$ cat src/naxi_pkg.sv
package naxi_pkg;

  // ---------------------------------------------------------
  // Field widths
  // ---------------------------------------------------------
  localparam int xtyp_bits = 3;
  localparam int xatr_bits = 3;
  localparam int xsiz_bits = 8;
  localparam int xadr_bits = 32;

  // ---------------------------------------------------------
  // Command type encodings
  // ---------------------------------------------------------
  localparam logic [xtyp_bits-1:0] typ_write = 3'd0;
  localparam logic [xtyp_bits-1:0] typ_read  = 3'd1;
  localparam logic [xtyp_bits-1:0] typ_flush = 3'd2;
  localparam logic [xtyp_bits-1:0] typ_inval = 3'd3; // Codes above this are illegal

  // Command attribute bit positions
  localparam int cattr_ack   = 0; // Slave must send a response
  localparam int cattr_cache = 1;
  localparam int cattr_index = 2; // Index operation

  // Data and response attribute bit position
  localparam int attr_last = 0;

  // Width of a beat count on a bus of data_width bits.
  // Covers the largest size in beats plus the partial head and tail beats.
  function automatic int beat_cnt_bits(input int data_width);
    return xsiz_bits + 1 - $clog2(data_width / 8);
  endfunction

endpackage

$ cat src/mon_pkg.sv
package mon_pkg;

  localparam int num_err = 20;

  // ---------------------------------------------------------
  // Command channel rules
  // ---------------------------------------------------------
  localparam int err_bad_type     = 0;
  localparam int err_id_range     = 1;
  localparam int err_wr_no_data   = 2;  // Write without matching data beat
  localparam int err_wr_off       = 3;
  localparam int err_fl_off       = 4;
  localparam int err_iv_off       = 5;
  localparam int err_data_on_nowr = 6;
  localparam int err_line_align   = 7;
  localparam int err_not_cache    = 8;
  localparam int err_flit_cross   = 9;
  localparam int err_too_big      = 10; // Larger than one line
  localparam int err_beats_high   = 11;
  localparam int err_beats_zero   = 12;

  // ---------------------------------------------------------
  // Write data and stall rules
  // ---------------------------------------------------------
  localparam int err_data_no_last = 13;
  localparam int err_data_id_chg  = 14;
  localparam int err_stall_mix    = 15;

  // Response channel rules
  localparam int err_rsp_unexp    = 16;
  localparam int err_rsp_no_last  = 17;
  localparam int err_rsp_id_chg   = 18;
  localparam int err_rsp_stall    = 19;

endpackage

$ cat src/naxi_cmd_check.sv
`timescale 1ns/1ns

module naxi_cmd_check #(
  parameter int id_bits     = 3,
  parameter int data_width  = 64,
  parameter int max_beats   = 4,
  parameter int allow_write = 0,
  parameter int allow_flush = 1,
  parameter int allow_inval = 1
) (
  input  logic                                           clk,
  input  logic                                           rst,
  input  logic                                           creq_valid,
  input  logic [naxi_pkg::xtyp_bits-1:0]                 creq_type,
  input  logic [naxi_pkg::xatr_bits-1:0]                 creq_attr,
  input  logic [naxi_pkg::xsiz_bits-1:0]                 creq_size,
  input  logic [id_bits-1:0]                             creq_id,
  input  logic [naxi_pkg::xadr_bits-1:0]                 creq_addr,
  input  logic                                           creq_rdstall,
  input  logic                                           creq_wrstall,
  input  logic                                           dreq_valid,
  input  logic [id_bits-1:0]                             dreq_id,
  input  logic [naxi_pkg::xatr_bits-1:0]                 dreq_attr,
  input  logic                                           dreq_stall,
  output logic [mon_pkg::num_err-1:0]                    cmd_err,
  output logic                                           pend_we,
  output logic [naxi_pkg::beat_cnt_bits(data_width)-1:0] pend_beats,
  output logic                                           pend_read,
  output logic                                           pend_ack
);
  import naxi_pkg::*;
  import mon_pkg::*;

  localparam int byte_bits  = $clog2(data_width / 8);
  localparam int line_bits  = byte_bits + $clog2(max_beats);
  localparam int line_bytes = max_beats * (data_width / 8);
  localparam int cnt_bits   = beat_cnt_bits(data_width);

  logic                is_write;
  logic                is_read;
  logic                is_maint;
  logic                legal_type;
  logic [xsiz_bits:0]  size_act;
  logic [byte_bits:0]  size_ovr;
  logic [xadr_bits:0]  start_addr;
  logic [xadr_bits:0]  end_addr;
  logic [cnt_bits-1:0] beat_cnt;
  logic                any_stall;
  logic                all_stall;
  logic                wr_start;
  logic [id_bits-1:0]  wr_id;
  logic [cnt_bits-1:0] wr_left;
  logic                wr_busy;

  assign is_write   = creq_type == typ_write;
  assign is_read    = creq_type == typ_read;
  assign is_maint   = (creq_type == typ_flush) || (creq_type == typ_inval);
  assign legal_type = is_write || is_read || is_maint;

  // ---------------------------------------------------------
  // Size and beat arithmetic
  // ---------------------------------------------------------
  assign size_act   = (creq_size == '0) ? {1'b1, {xsiz_bits{1'b0}}} : {1'b0, creq_size};
  assign size_ovr   = {1'b0, creq_addr[byte_bits-1:0]} + {1'b0, creq_size[byte_bits-1:0]};
  assign beat_cnt   = cnt_bits'(size_act >> byte_bits) + cnt_bits'(size_ovr[byte_bits])
                    + cnt_bits'(|size_ovr[byte_bits-1:0]);
  assign start_addr = {1'b0, creq_addr};
  assign end_addr   = start_addr + {{(xadr_bits - xsiz_bits){1'b0}}, size_act} - 1'b1;

  assign any_stall = creq_rdstall || creq_wrstall || dreq_stall;
  assign all_stall = creq_rdstall && creq_wrstall && dreq_stall;

  // ---------------------------------------------------------
  // Rule checks
  // ---------------------------------------------------------
  always_comb begin
    cmd_err = '0;
    if (creq_valid) begin
      cmd_err[err_bad_type]     = !legal_type;
      cmd_err[err_wr_no_data]   = is_write && !(dreq_valid && (dreq_id == creq_id));
      cmd_err[err_wr_off]       = is_write && (allow_write == 0);
      cmd_err[err_fl_off]       = (creq_type == typ_flush) && (allow_flush == 0);
      cmd_err[err_iv_off]       = (creq_type == typ_inval) && (allow_inval == 0);
      cmd_err[err_data_on_nowr] = (is_read || is_maint) && dreq_valid;
      cmd_err[err_line_align]   = is_maint && (creq_addr[line_bits-1:0] != '0);
      cmd_err[err_not_cache]    = is_maint && !creq_attr[cattr_cache];
      cmd_err[err_flit_cross]   = start_addr[xadr_bits:line_bits] != end_addr[xadr_bits:line_bits];
      cmd_err[err_too_big]      = size_act > line_bytes;
      cmd_err[err_beats_high]   = beat_cnt > max_beats;
      cmd_err[err_beats_zero]   = beat_cnt == '0;
    end
    cmd_err[err_data_no_last] = dreq_valid && (wr_left == 1) && !dreq_attr[attr_last];
    cmd_err[err_data_id_chg]  = dreq_valid && wr_busy && (dreq_id != wr_id);
    cmd_err[err_stall_mix]    = any_stall && !all_stall;
  end

  // ---------------------------------------------------------
  // Write burst tracking
  // ---------------------------------------------------------
  assign wr_start = creq_valid && is_write && dreq_valid && !any_stall;
  assign wr_busy  = wr_left != '0;

  always_ff @(posedge clk) begin
    if (rst) begin
      wr_left <= '0;
    end else if (wr_start) begin
      wr_left <= beat_cnt - 1'b1; // First beat rides with the command
    end else if (dreq_valid && !dreq_stall && wr_busy) begin
      wr_left <= wr_left - 1'b1;
    end
  end

  always_ff @(posedge clk) begin
    if (wr_start) begin
      wr_id <= creq_id;
    end
  end

  // Every command is recorded, stalled or not
  assign pend_we    = creq_valid;
  assign pend_beats = beat_cnt;
  assign pend_read  = is_read;
  assign pend_ack   = creq_attr[cattr_ack];

endmodule

$ cat src/naxi_pend_table.sv
`timescale 1ns/1ns

module naxi_pend_table #(
  parameter int id_bits    = 3,
  parameter int data_width = 64
) (
  input  logic                                           clk,
  input  logic                                           pend_we,
  input  logic [id_bits-1:0]                             wr_id,
  input  logic [naxi_pkg::beat_cnt_bits(data_width)-1:0] pend_beats,
  input  logic                                           pend_read,
  input  logic                                           pend_ack,
  input  logic [id_bits-1:0]                             rd_id,
  output logic [naxi_pkg::beat_cnt_bits(data_width)-1:0] ent_beats,
  output logic                                           ent_read,
  output logic                                           ent_ack
);
  import naxi_pkg::*;

  localparam int num_ids  = 1 << id_bits;
  localparam int cnt_bits = beat_cnt_bits(data_width);

  // One entry per outstanding id
  logic [cnt_bits-1:0] beats_mem [num_ids];
  logic                read_mem  [num_ids];
  logic                ack_mem   [num_ids];

  // A later command to the same id overwrites the entry
  always_ff @(posedge clk) begin
    if (pend_we) begin
      beats_mem[wr_id] <= pend_beats;
      read_mem[wr_id]  <= pend_read;
      ack_mem[wr_id]   <= pend_ack;
    end
  end

  // Lookup for the response side, old contents in a same-cycle write
  assign ent_beats = beats_mem[rd_id];
  assign ent_read  = read_mem[rd_id];
  assign ent_ack   = ack_mem[rd_id];

endmodule

$ cat src/naxi_resp_check.sv
`timescale 1ns/1ns

module naxi_resp_check #(
  parameter int id_bits    = 3,
  parameter int data_width = 64
) (
  input  logic                                           clk,
  input  logic                                           rst,
  input  logic                                           rreq_valid,
  input  logic [id_bits-1:0]                             rreq_id,
  input  logic [naxi_pkg::xatr_bits-1:0]                 rreq_attr,
  input  logic                                           rreq_stall,
  input  logic [naxi_pkg::beat_cnt_bits(data_width)-1:0] ent_beats,
  input  logic                                           ent_read,
  input  logic                                           ent_ack,
  output logic [mon_pkg::num_err-1:0]                    rsp_err
);
  import naxi_pkg::*;
  import mon_pkg::*;

  localparam int cnt_bits = beat_cnt_bits(data_width);

  logic                rsp_beat;
  logic                rd_beat;
  logic                rsp_busy;
  logic [id_bits-1:0]  rsp_id;
  logic [id_bits-1:0]  rsp_id_nxt;
  logic [cnt_bits-1:0] rsp_left;
  logic [cnt_bits-1:0] rsp_left_nxt;

  assign rsp_beat = rreq_valid && !rreq_stall;
  assign rd_beat  = rsp_beat && ent_read; // Only reads carry multi-beat data
  assign rsp_busy = rsp_left != '0;

  // ---------------------------------------------------------
  // Response burst tracking
  // ---------------------------------------------------------
  always_comb begin
    rsp_left_nxt = rsp_left;
    rsp_id_nxt   = rsp_id;
    if (rd_beat && !rsp_busy) begin
      rsp_left_nxt = ent_beats - 1'b1;
      rsp_id_nxt   = rreq_id;
    end else if (rd_beat) begin
      rsp_left_nxt = rsp_left - 1'b1;
    end
  end

  always_ff @(posedge clk) begin
    if (rst) begin
      rsp_left <= '0;
    end else begin
      rsp_left <= rsp_left_nxt;
    end
  end

  always_ff @(posedge clk) begin
    rsp_id <= rsp_id_nxt;
  end

  // ---------------------------------------------------------
  // Rule checks
  // ---------------------------------------------------------
  always_comb begin
    rsp_err                  = '0;
    rsp_err[err_rsp_unexp]   = rreq_valid && !ent_ack;
    rsp_err[err_rsp_no_last] = rsp_beat && (rsp_left_nxt == '0) && !rreq_attr[attr_last];
    rsp_err[err_rsp_id_chg]  = rreq_valid && rsp_busy && (rreq_id != rsp_id);
    rsp_err[err_rsp_stall]   = rreq_stall; // Slave may never stall responses
  end

endmodule

$ cat src/naxi_slave_monitor.sv
`timescale 1ns/1ns

module naxi_slave_monitor #(
  parameter int id_bits     = 3,
  parameter int data_width  = 64,
  parameter int max_beats   = 4,
  parameter int allow_write = 0,
  parameter int allow_flush = 1,
  parameter int allow_inval = 1
) (
  input  logic                           clk,
  input  logic                           rst,
  input  logic                           creq_valid,
  input  logic [naxi_pkg::xtyp_bits-1:0] creq_type,
  input  logic [naxi_pkg::xatr_bits-1:0] creq_attr,
  input  logic [naxi_pkg::xsiz_bits-1:0] creq_size,
  input  logic [id_bits-1:0]             creq_id,
  input  logic [naxi_pkg::xadr_bits-1:0] creq_addr,
  input  logic                           creq_rdstall,
  input  logic                           creq_wrstall,
  input  logic                           dreq_valid,
  input  logic [id_bits-1:0]             dreq_id,
  input  logic [naxi_pkg::xatr_bits-1:0] dreq_attr,
  input  logic                           dreq_stall,
  input  logic                           rreq_valid,
  input  logic [id_bits-1:0]             rreq_id,
  input  logic [naxi_pkg::xatr_bits-1:0] rreq_attr,
  input  logic                           rreq_stall,
  output logic [mon_pkg::num_err-1:0]    err
);
  import naxi_pkg::*;
  import mon_pkg::*;

  localparam int cnt_bits = beat_cnt_bits(data_width);

  logic [num_err-1:0]  cmd_err;
  logic [num_err-1:0]  rsp_err;
  logic                pend_we;
  logic [cnt_bits-1:0] pend_beats;
  logic                pend_read;
  logic                pend_ack;
  logic [cnt_bits-1:0] ent_beats;
  logic                ent_read;
  logic                ent_ack;

  naxi_cmd_check #(
    .id_bits     (id_bits),
    .data_width  (data_width),
    .max_beats   (max_beats),
    .allow_write (allow_write),
    .allow_flush (allow_flush),
    .allow_inval (allow_inval)
  ) u_cmd_check (
    .clk          (clk),
    .rst          (rst),
    .creq_valid   (creq_valid),
    .creq_type    (creq_type),
    .creq_attr    (creq_attr),
    .creq_size    (creq_size),
    .creq_id      (creq_id),
    .creq_addr    (creq_addr),
    .creq_rdstall (creq_rdstall),
    .creq_wrstall (creq_wrstall),
    .dreq_valid   (dreq_valid),
    .dreq_id      (dreq_id),
    .dreq_attr    (dreq_attr),
    .dreq_stall   (dreq_stall),
    .cmd_err      (cmd_err),
    .pend_we      (pend_we),
    .pend_beats   (pend_beats),
    .pend_read    (pend_read),
    .pend_ack     (pend_ack)
  );

  naxi_pend_table #(
    .id_bits    (id_bits),
    .data_width (data_width)
  ) u_pend_table (
    .clk        (clk),
    .pend_we    (pend_we),
    .wr_id      (creq_id),
    .pend_beats (pend_beats),
    .pend_read  (pend_read),
    .pend_ack   (pend_ack),
    .rd_id      (rreq_id),
    .ent_beats  (ent_beats),
    .ent_read   (ent_read),
    .ent_ack    (ent_ack)
  );

  naxi_resp_check #(
    .id_bits    (id_bits),
    .data_width (data_width)
  ) u_resp_check (
    .clk        (clk),
    .rst        (rst),
    .rreq_valid (rreq_valid),
    .rreq_id    (rreq_id),
    .rreq_attr  (rreq_attr),
    .rreq_stall (rreq_stall),
    .ent_beats  (ent_beats),
    .ent_read   (ent_read),
    .ent_ack    (ent_ack),
    .rsp_err    (rsp_err)
  );

  // One pulse per offending cycle, a cycle after the inputs
  always_ff @(posedge clk) begin
    if (rst) begin
      err <= '0;
    end else begin
      err <= cmd_err | rsp_err;
    end
  end

endmodule

$ cat config.mk
export PLATFORM = sky130hd
export DESIGN_NAME = naxi_slave_monitor
export DESIGN_NICKNAME = d
export VERILOG_FILES = /design/src/naxi_pkg.sv /design/src/mon_pkg.sv /design/src/naxi_cmd_check.sv /design/src/naxi_pend_table.sv /design/src/naxi_resp_check.sv /design/src/naxi_slave_monitor.sv
export SDC_FILE = /design/constraint.sdc
export NUM_CORES = 1
export LEC_CHECK = 0
export ABC_AREA = 1
export BUFFER_PORTS_ARGS = -buffer_cell sky130_fd_sc_hd__buf_2
export CAP_MARGIN = 20
export CORE_MARGIN = 1.5
export CORE_UTILIZATION = 54
export CTS_CLUSTER_DIAMETER = 60
export CTS_CLUSTER_SIZE = 28
export DETAILED_ROUTE_END_ITERATION = 10
export PLACE_DENSITY = 0.83
export SETUP_SLACK_MARGIN = 0.15
export SKIP_LAST_GASP = 1
export SLEW_MARGIN = 25
export SYNTH_ARGS = -nofsm -noshare
export SYNTH_HDL_FRONTEND = slang
export SYNTH_SLANG_ARGS = --single-unit
$ cat constraint.sdc
create_clock -name clk -period 3.69 [get_ports clk]
set_input_delay 1.107 -clock clk [delete_from_list [all_inputs] [get_ports clk]]
set_output_delay 1.107 -clock clk [all_outputs]
set_load 0.02 [all_outputs]
### After elaboration in Yosys (flattened, before gate mapping)

Memory sizes are Yosys's and may differ from the RTL's.
Cells that the tools add are included.

| cells by class | value |
|---|---|
| $add $sub $neg | 9 |
| multipliers | 0 |
| div/mod/pow operators | 0 |
| $lt $le $gt $ge | 2 |
| equal/unequal tests | 8 |
| shift operators | 0 |
| muxes and demuxes | 9 |
| bitwise operators | 1 |
| reduce and logical (&&, ||, !) cells | 51 |

Operators with widths:

| kind | number |
|---|---|
| 32-bit by 9-bit adder with 33-bit output | 1 |
| 33-bit by 1-bit subtractor with 33-bit output (second input constant) | 1 |
| 27-bit by 28-bit inequality test with 1-bit output | 1 |
| 1-bit logical AND | 25 |
| 6-bit 2-to-1 mux | 4 |
| 6-bit by 1-bit subtractor with 6-bit output (second input constant) | 4 |
| 16-bit by 20-bit OR with 20-bit output | 1 |
| 6-bit by 1-bit adder with 6-bit output | 2 |
| 6-bit zero test | 2 |
| 6-bit nonzero test | 2 |
| 1-bit zero test | 11 |
| 11-bit 2-to-1 mux | 1 |
| 9-bit by 6-bit greater-than comparator with 1-bit output (second input constant) | 1 |
| 9-bit 2-to-1 mux | 1 |
| 8-bit zero test | 1 |
| 3-bit by 2-bit == test with 1-bit output (second input constant) | 2 |
| 6-bit by 1-bit == test with 1-bit output (second input constant) | 1 |
| 6-bit by 3-bit greater-than comparator with 1-bit output (second input constant) | 1 |
| 1-bit logical OR | 6 |
| 3-bit inequality test | 2 |
| 5-bit nonzero test | 1 |
| 3-bit by 3-bit adder with 4-bit output | 1 |
| 3-bit by 1-bit == test with 1-bit output (second input constant) | 1 |
| 3-bit == test | 1 |
| 4 further kinds | 6 |

| word-level totals | value |
|---|---|
| bits in registers | 38 |
| bits in latches | 0 |
| bits in writable memories | 64 |
| bits in read-only memories | 0 |
| input bits | 70 |
| output and inout bits | 20 |
| logic and storage cells | 88 |
| memories | 3 |

Memories:

| memory | words | width | rd ports | clocked after memory_dff | wr ports | RTL line | source |
|---|---|---|---|---|---|---|---|
| u_pend_table.beats_mem | 8 | 6 | 1 | 0 | 1 | naxi_pend_table.sv:24 | `logic [cnt_bits-1:0] beats_mem [num_ids];` |
| u_pend_table.ack_mem | 8 | 1 | 1 | 0 | 1 | naxi_pend_table.sv:26 | `logic ack_mem [num_ids];` |
| u_pend_table.read_mem | 8 | 1 | 1 | 0 | 1 | naxi_pend_table.sv:25 | `logic read_mem [num_ids];` |

### Logic depth before layout (Yosys ltp)

| depth | value |
|---|---|
| depth after elaboration | 9 |
| gate-level depth with buffers | 22 |
| depth with buffers taken out | 22 |

### Modules after synthesis

A second synthesis with hierarchy kept.

| second synthesis, totals | value |
|---|---|
| cell total of the unflattened synthesis | 1246 |
| area total of the unflattened synthesis | 8388.0 µm² |

By module, submodules not included:

| module | times used | cells each | area each (µm²) | sequential area each (µm²) |
|---|---|---|---|---|
| naxi_cmd_check | 1 | 762 | 4092.7 | 210.2 |
| naxi_pend_table | 1 | 295 | 2890.3 | 1921.8 |
| naxi_resp_check | 1 | 127 | 832.0 | 210.2 |
| naxi_slave_monitor | 1 | 62 | 573.0 | 400.4 |

### Worst setup path after synthesis

Ideal clock, no wire load.

| timing | value |
|---|---|
| path type | input port to flip-flop |
| from | input port creq_size[0] (netlist name) |
| to | register u_cmd_check.wr_left[5] |
| library setup time | 0.132 ns |
| arrival time | 3.635 ns |
| required time | 3.558 ns |
| path slack | -0.077 ns |
| cell stages on the path | 13 |
| buffers on the path | 0 |
| path through | ha_1 inv_1 fa_1 nand3_1 fa_1 ha_1 xor2_1 nor2_1 nand2_1 nor3_1 xor2_1 o21ai_0 a21oi_1 |

| between the ends | value |
|---|---|
| word-level cells in the longest chain between the ends | 6 |
| elaborated cells between the ends (all ways) | 8 |
| classes of those cells | add/sub: 4; mux: 2; reduce/logical: 2 |

Ends and longest elaborated chain:

| element | RTL line | source |
|---|---|---|
| from (decl) | naxi_slave_monitor.sv:16 | `input logic [naxi_pkg::xsiz_bits-1:0] creq_size,` |
| parallel branches: the longest is 3 deep, another holds 6-bit by 1-bit adder with 6-bit output | -- |  |
| 6-bit by 1-bit adder with 6-bit output * | naxi_cmd_check.sv:66 | `+ cnt_bits'(\|size_ovr[byte_bits-1:0]);` |
| via pend_beats[2] | naxi_slave_monitor.sv:39 | `logic [cnt_bits-1:0] pend_beats;` |
| 6-bit by 1-bit subtractor with 6-bit output * | naxi_cmd_check.sv:107 | `wr_left <= beat_cnt - 1'b1;` |
| 6-bit 2-to-1 mux * | naxi_cmd_check.sv:106 | `end else if (wr_start) begin` |
| to (signal assigned) | naxi_cmd_check.sv:107 |  |
| to (signal assigned) | naxi_cmd_check.sv:109 | `wr_left <= wr_left - 1'b1;` |
| to (decl) | naxi_cmd_check.sv:52 | `logic [cnt_bits-1:0] wr_left;` |

Mark *: on every way through the listed nets, which the timed path passes.
A chain may end at the register's enable or synchronous reset.

### Final worst setup path

| timing | value |
|---|---|
| from | input port creq_size[3] (netlist name) |
| to | register err[9] (netlist name) |

| between the ends | value |
|---|---|
| word-level cells in the longest chain between the ends | 7 |

Ends and longest elaborated chain:

| element | RTL line | source |
|---|---|---|
| 8-bit zero test | naxi_cmd_check.sv:63 | `assign size_act = (creq_size == '0) ? {1'b1, {xsiz_bits{1'b0}}} : {1'b0, creq_size};` |
| 9-bit 2-to-1 mux * | naxi_cmd_check.sv:63 |  |
| 32-bit by 9-bit adder with 33-bit output * | naxi_cmd_check.sv:68 | `assign end_addr = start_addr + {{(xadr_bits - xsiz_bits){1'b0}}, size_act} - 1'b1;` |
| 33-bit by 1-bit subtractor with 33-bit output * | naxi_cmd_check.sv:68 |  |
| 27-bit by 28-bit inequality test with 1-bit output * | naxi_cmd_check.sv:87 | `cmd_err[err_flit_cross] = start_addr[xadr_bits:line_bits] != end_addr[xadr_bits:line_bits];` |
| 11-bit 2-to-1 mux * | naxi_cmd_check.sv:78 | `if (creq_valid) begin` |
| 16-bit by 20-bit OR with 20-bit output * | naxi_slave_monitor.sv:112 | `err <= cmd_err \| rsp_err;` |
| to (signal assigned) | naxi_slave_monitor.sv:112 |  |
| to (decl) | naxi_slave_monitor.sv:29 | `output logic [mon_pkg::num_err-1:0] err` |

Mark *: on every way between the ends. The rest lies on a longest branch, timed or not.

==> out/results.ini <==
[status]
status=complete, no violations

[clocking]
h-tree-depth=3
ctsLongestPathBuffers=2
cts.sinks=99
cts_tree=built
numCtsBuffers=9
clkSlewWorstSetupHoldPaths_ns=0.07
cts_root_buf=clkbuf_16
ctsHoldBuffers=0
worstSkewPairLatency_ns=0.35

[power_and_ir_drop]
p_per_area_nw_per_um2=384
finalPower_mw=3.39
ir_worst_vdd_mv=0.267
leakage_nw=4.28

[synthesis]
ys_seq_area_share_pct=35.6
netlist.area_leader.share_pct=27.9
async_flop_share_pct=0
synth.avg_cell_area_sq_um=7.22
yosysUniqueCellTypes=50
syn_inst=1043
synth_edf_count=70
yosys-top-cells-area=edfxtp_1, nand2_1, inv_1
synth_area_leader_cell=edfxtp_1
synth_ff_type=edfxtp_1
netlist_area_sq_um=7530
ys_top_cells_by_count=nand2_1, inv_1, nor2_1
yosysWarnings=0
ys_ff_latch=99
post-synth-top-count-cell=nand2_1

[timing]
drv_slew=0
period_needed_ns=3.54
skew_ns=0.00564
relSlewSlack_pct=36.9
tightestPinTransition_ns=0.943
rsz0062_at_grt=true
hold_viol=0
timing.final.crit_share_pct=96.0
fmax_mhz=282
tns_ns=0
setup-violations-final=0

[finish]
fillers=1180
regArea_sq_um=2680
finalNonFillerCells=1331
multiInputGateArea_sq_um=4280
post-route-util_pct=65.8
drive_above_1_share_pct=17.1
layout-area-overhead-vs-synth_pct=17.5
antenna_cells=0
nets=1271
design_area_sq_um=8850

[job]
cap_violations=0

[route]
drcViolationCount=0
ant_nets=0
viasPerCell=5.34
dr.pass1.iters=5
drt_wl_total_um=19300
drtIter0Drc=474
routedWlPerCell_um=14.5
vias=7109

[critical_path]
crit_top_cell=nand2_1
r2r_start=u_resp_check.rsp_left[0]
critPathArrivalTime_ns=3.77
endpoint_kind=flop
cp_slowest_stage_delay_ns=0.33
cp.required_ns=3.92
path_cells=buf_8 -> nor3_4 -> nand3_2 -> nor2_2 -> nand2_1 -> ha_1 -> inv_2 -> ha_4 -> nand2_4 -> inv_4 -> nand2_4 -> nor3_2 -> nand2_1 -> nand2_2 -> nand2_2 -> nand2_1 -> nand2_1 -> nand2_1 -> nand2_1 -> a21oi_2 -> nand3_1 -> nor2_1 -> nor2_1
crit_path_top_delay_cell=ha_4
cp_max_fo=4
criticalPathCategory=in2reg
start_kind=input port
crit_path_start=creq_size[3]

[placement]
dpl-instance-area_sq_um=8260
hpwl_um=14500
io_buffer_count=81
place_inst=1310
gp_congestion=0.950

[global_route]
grt_usage_pct=26.2
grt_max_degree=32
grt_antenna_before_repair=1
grt_pass1_wl_um=30000
grt_pass1_vias=6813
overflow=0

[floorplanning]
num_io_pins=90
dieArea_sq_um=14700
die_w_um=121
fp.coreArea_sq_um=13500
die_height_um=121
start_util_pct=56.0
rows=42

[hold_path]
hold_path.class=reg2reg
hp-start=u_cmd_check.wr_left[5]

## where the power goes
group          leakage [nW]  switching [mW]  internal [mW]
clock                 0.141           0.421          0.470
combinational          3.29           0.750          0.448
sequential            0.848          0.0329           1.27
total                  4.28            1.20           2.19
## repair_timing
item	CTS	global route
setup endpoints to repair	1	8
pin swaps	3	26
setup buffers	0	5
resized for setup	9	58
hold endpoints to repair	0	0
cloned	0	0
## flip-flops by register name (all words and copies together) (netlist names)
register                flops
u_resp_check.rsp_left       6
u_pend_table.read_mem       8
err                        17
u_resp_check.rsp_id         3
u_pend_table.beats_mem     48
u_cmd_check.wr_id           3
u_cmd_check.wr_left         6
u_pend_table.ack_mem        8
## layout make-up
class	count	area share, %
Tap cell	176	2.49
Clock buffer	9	2.54
Sequential cell	99	30.3
Inverter	188	8.09
Multi-Input combinational cell	740	48.3
Clock inverter	7	0.679
Timing Repair Buffer	112	7.58
## per-layer routing
layer | GRT usage (%) | part of all wire (%) | up-vias
li1 | - | - | 3581
met1 | 31.0 | 39 | 3218
met2 | 48.1 | 50 | 257
met3 | 3.76 | 7.4 | 51
met4 | 9.63 | 3.3 | 2
met5 | 0 | 0.062 | -
## cell usage in the layout, fill, tap and decap left out, types with 10 or more instances in the layout
| cell | instances |
|---|---|
| dfxtp_1 | 29 |
| buf_4 | 29 |
| nand3_1 | 60 |
| edfxtp_1 | 70 |
| nand2_1 | 239 |
| nor2_1 | 128 |
| xor2_1 | 27 |
| o21ai_0 | 41 |
| nor3_1 | 10 |
| buf_2 | 79 |
| nand4_1 | 10 |
| xnor2_1 | 15 |
| o21ai_1 | 15 |
| inv_1 | 182 |
| ha_1 | 45 |
| a21oi_1 | 40 |
| nand2_2 | 11 |
## final timing paths
path,endpoint,slack (ns),cells after the start
setup / recovery,err[9],0.15,23
hold / removal,u_cmd_check.wr_left[5],0.47,2
setup reg to reg,err[17],1.64,12
hold reg to reg,u_cmd_check.wr_left[5],0.47,2
## critical path: cells and delay by family
| family | cells | cell delay, ns |
|---|---|---|
| AO/OA/AOI/OAI | 1 | 0.12 |
| adder cells (fa/ha/maj) | 2 | 0.62 |
| buffers and inverters | 3 | 0.23 |
| AND/OR/NAND/NOR | 17 | 1.69 |
## through the flow
step	hold slack [ns]	setup WS [ns]
CTS	0.475	0.140
detailed placement	0.466	-0.321
finish	0.468	0.147
global route	0.492	0.00703
floorplan	0.445	0.105
global placement	0.456	-0.286
## kinds of logic (layout without fill, tap and decap cells)
family,count (synthesis),after routing,share of synthesized area (%)
flip-flops,99,99,35.6
multiplexers,1,1,0.299
AO/OA/AOI/OAI,136,136,10.4
other,1,3,0.0498
adder cells (fa/ha/maj),51,51,8.67
XOR/XNOR,44,44,5.11
buffers and inverters,206,316,11.3
AND/OR/NAND/NOR,505,505,28.6
(Power assumes the default switching activity.)
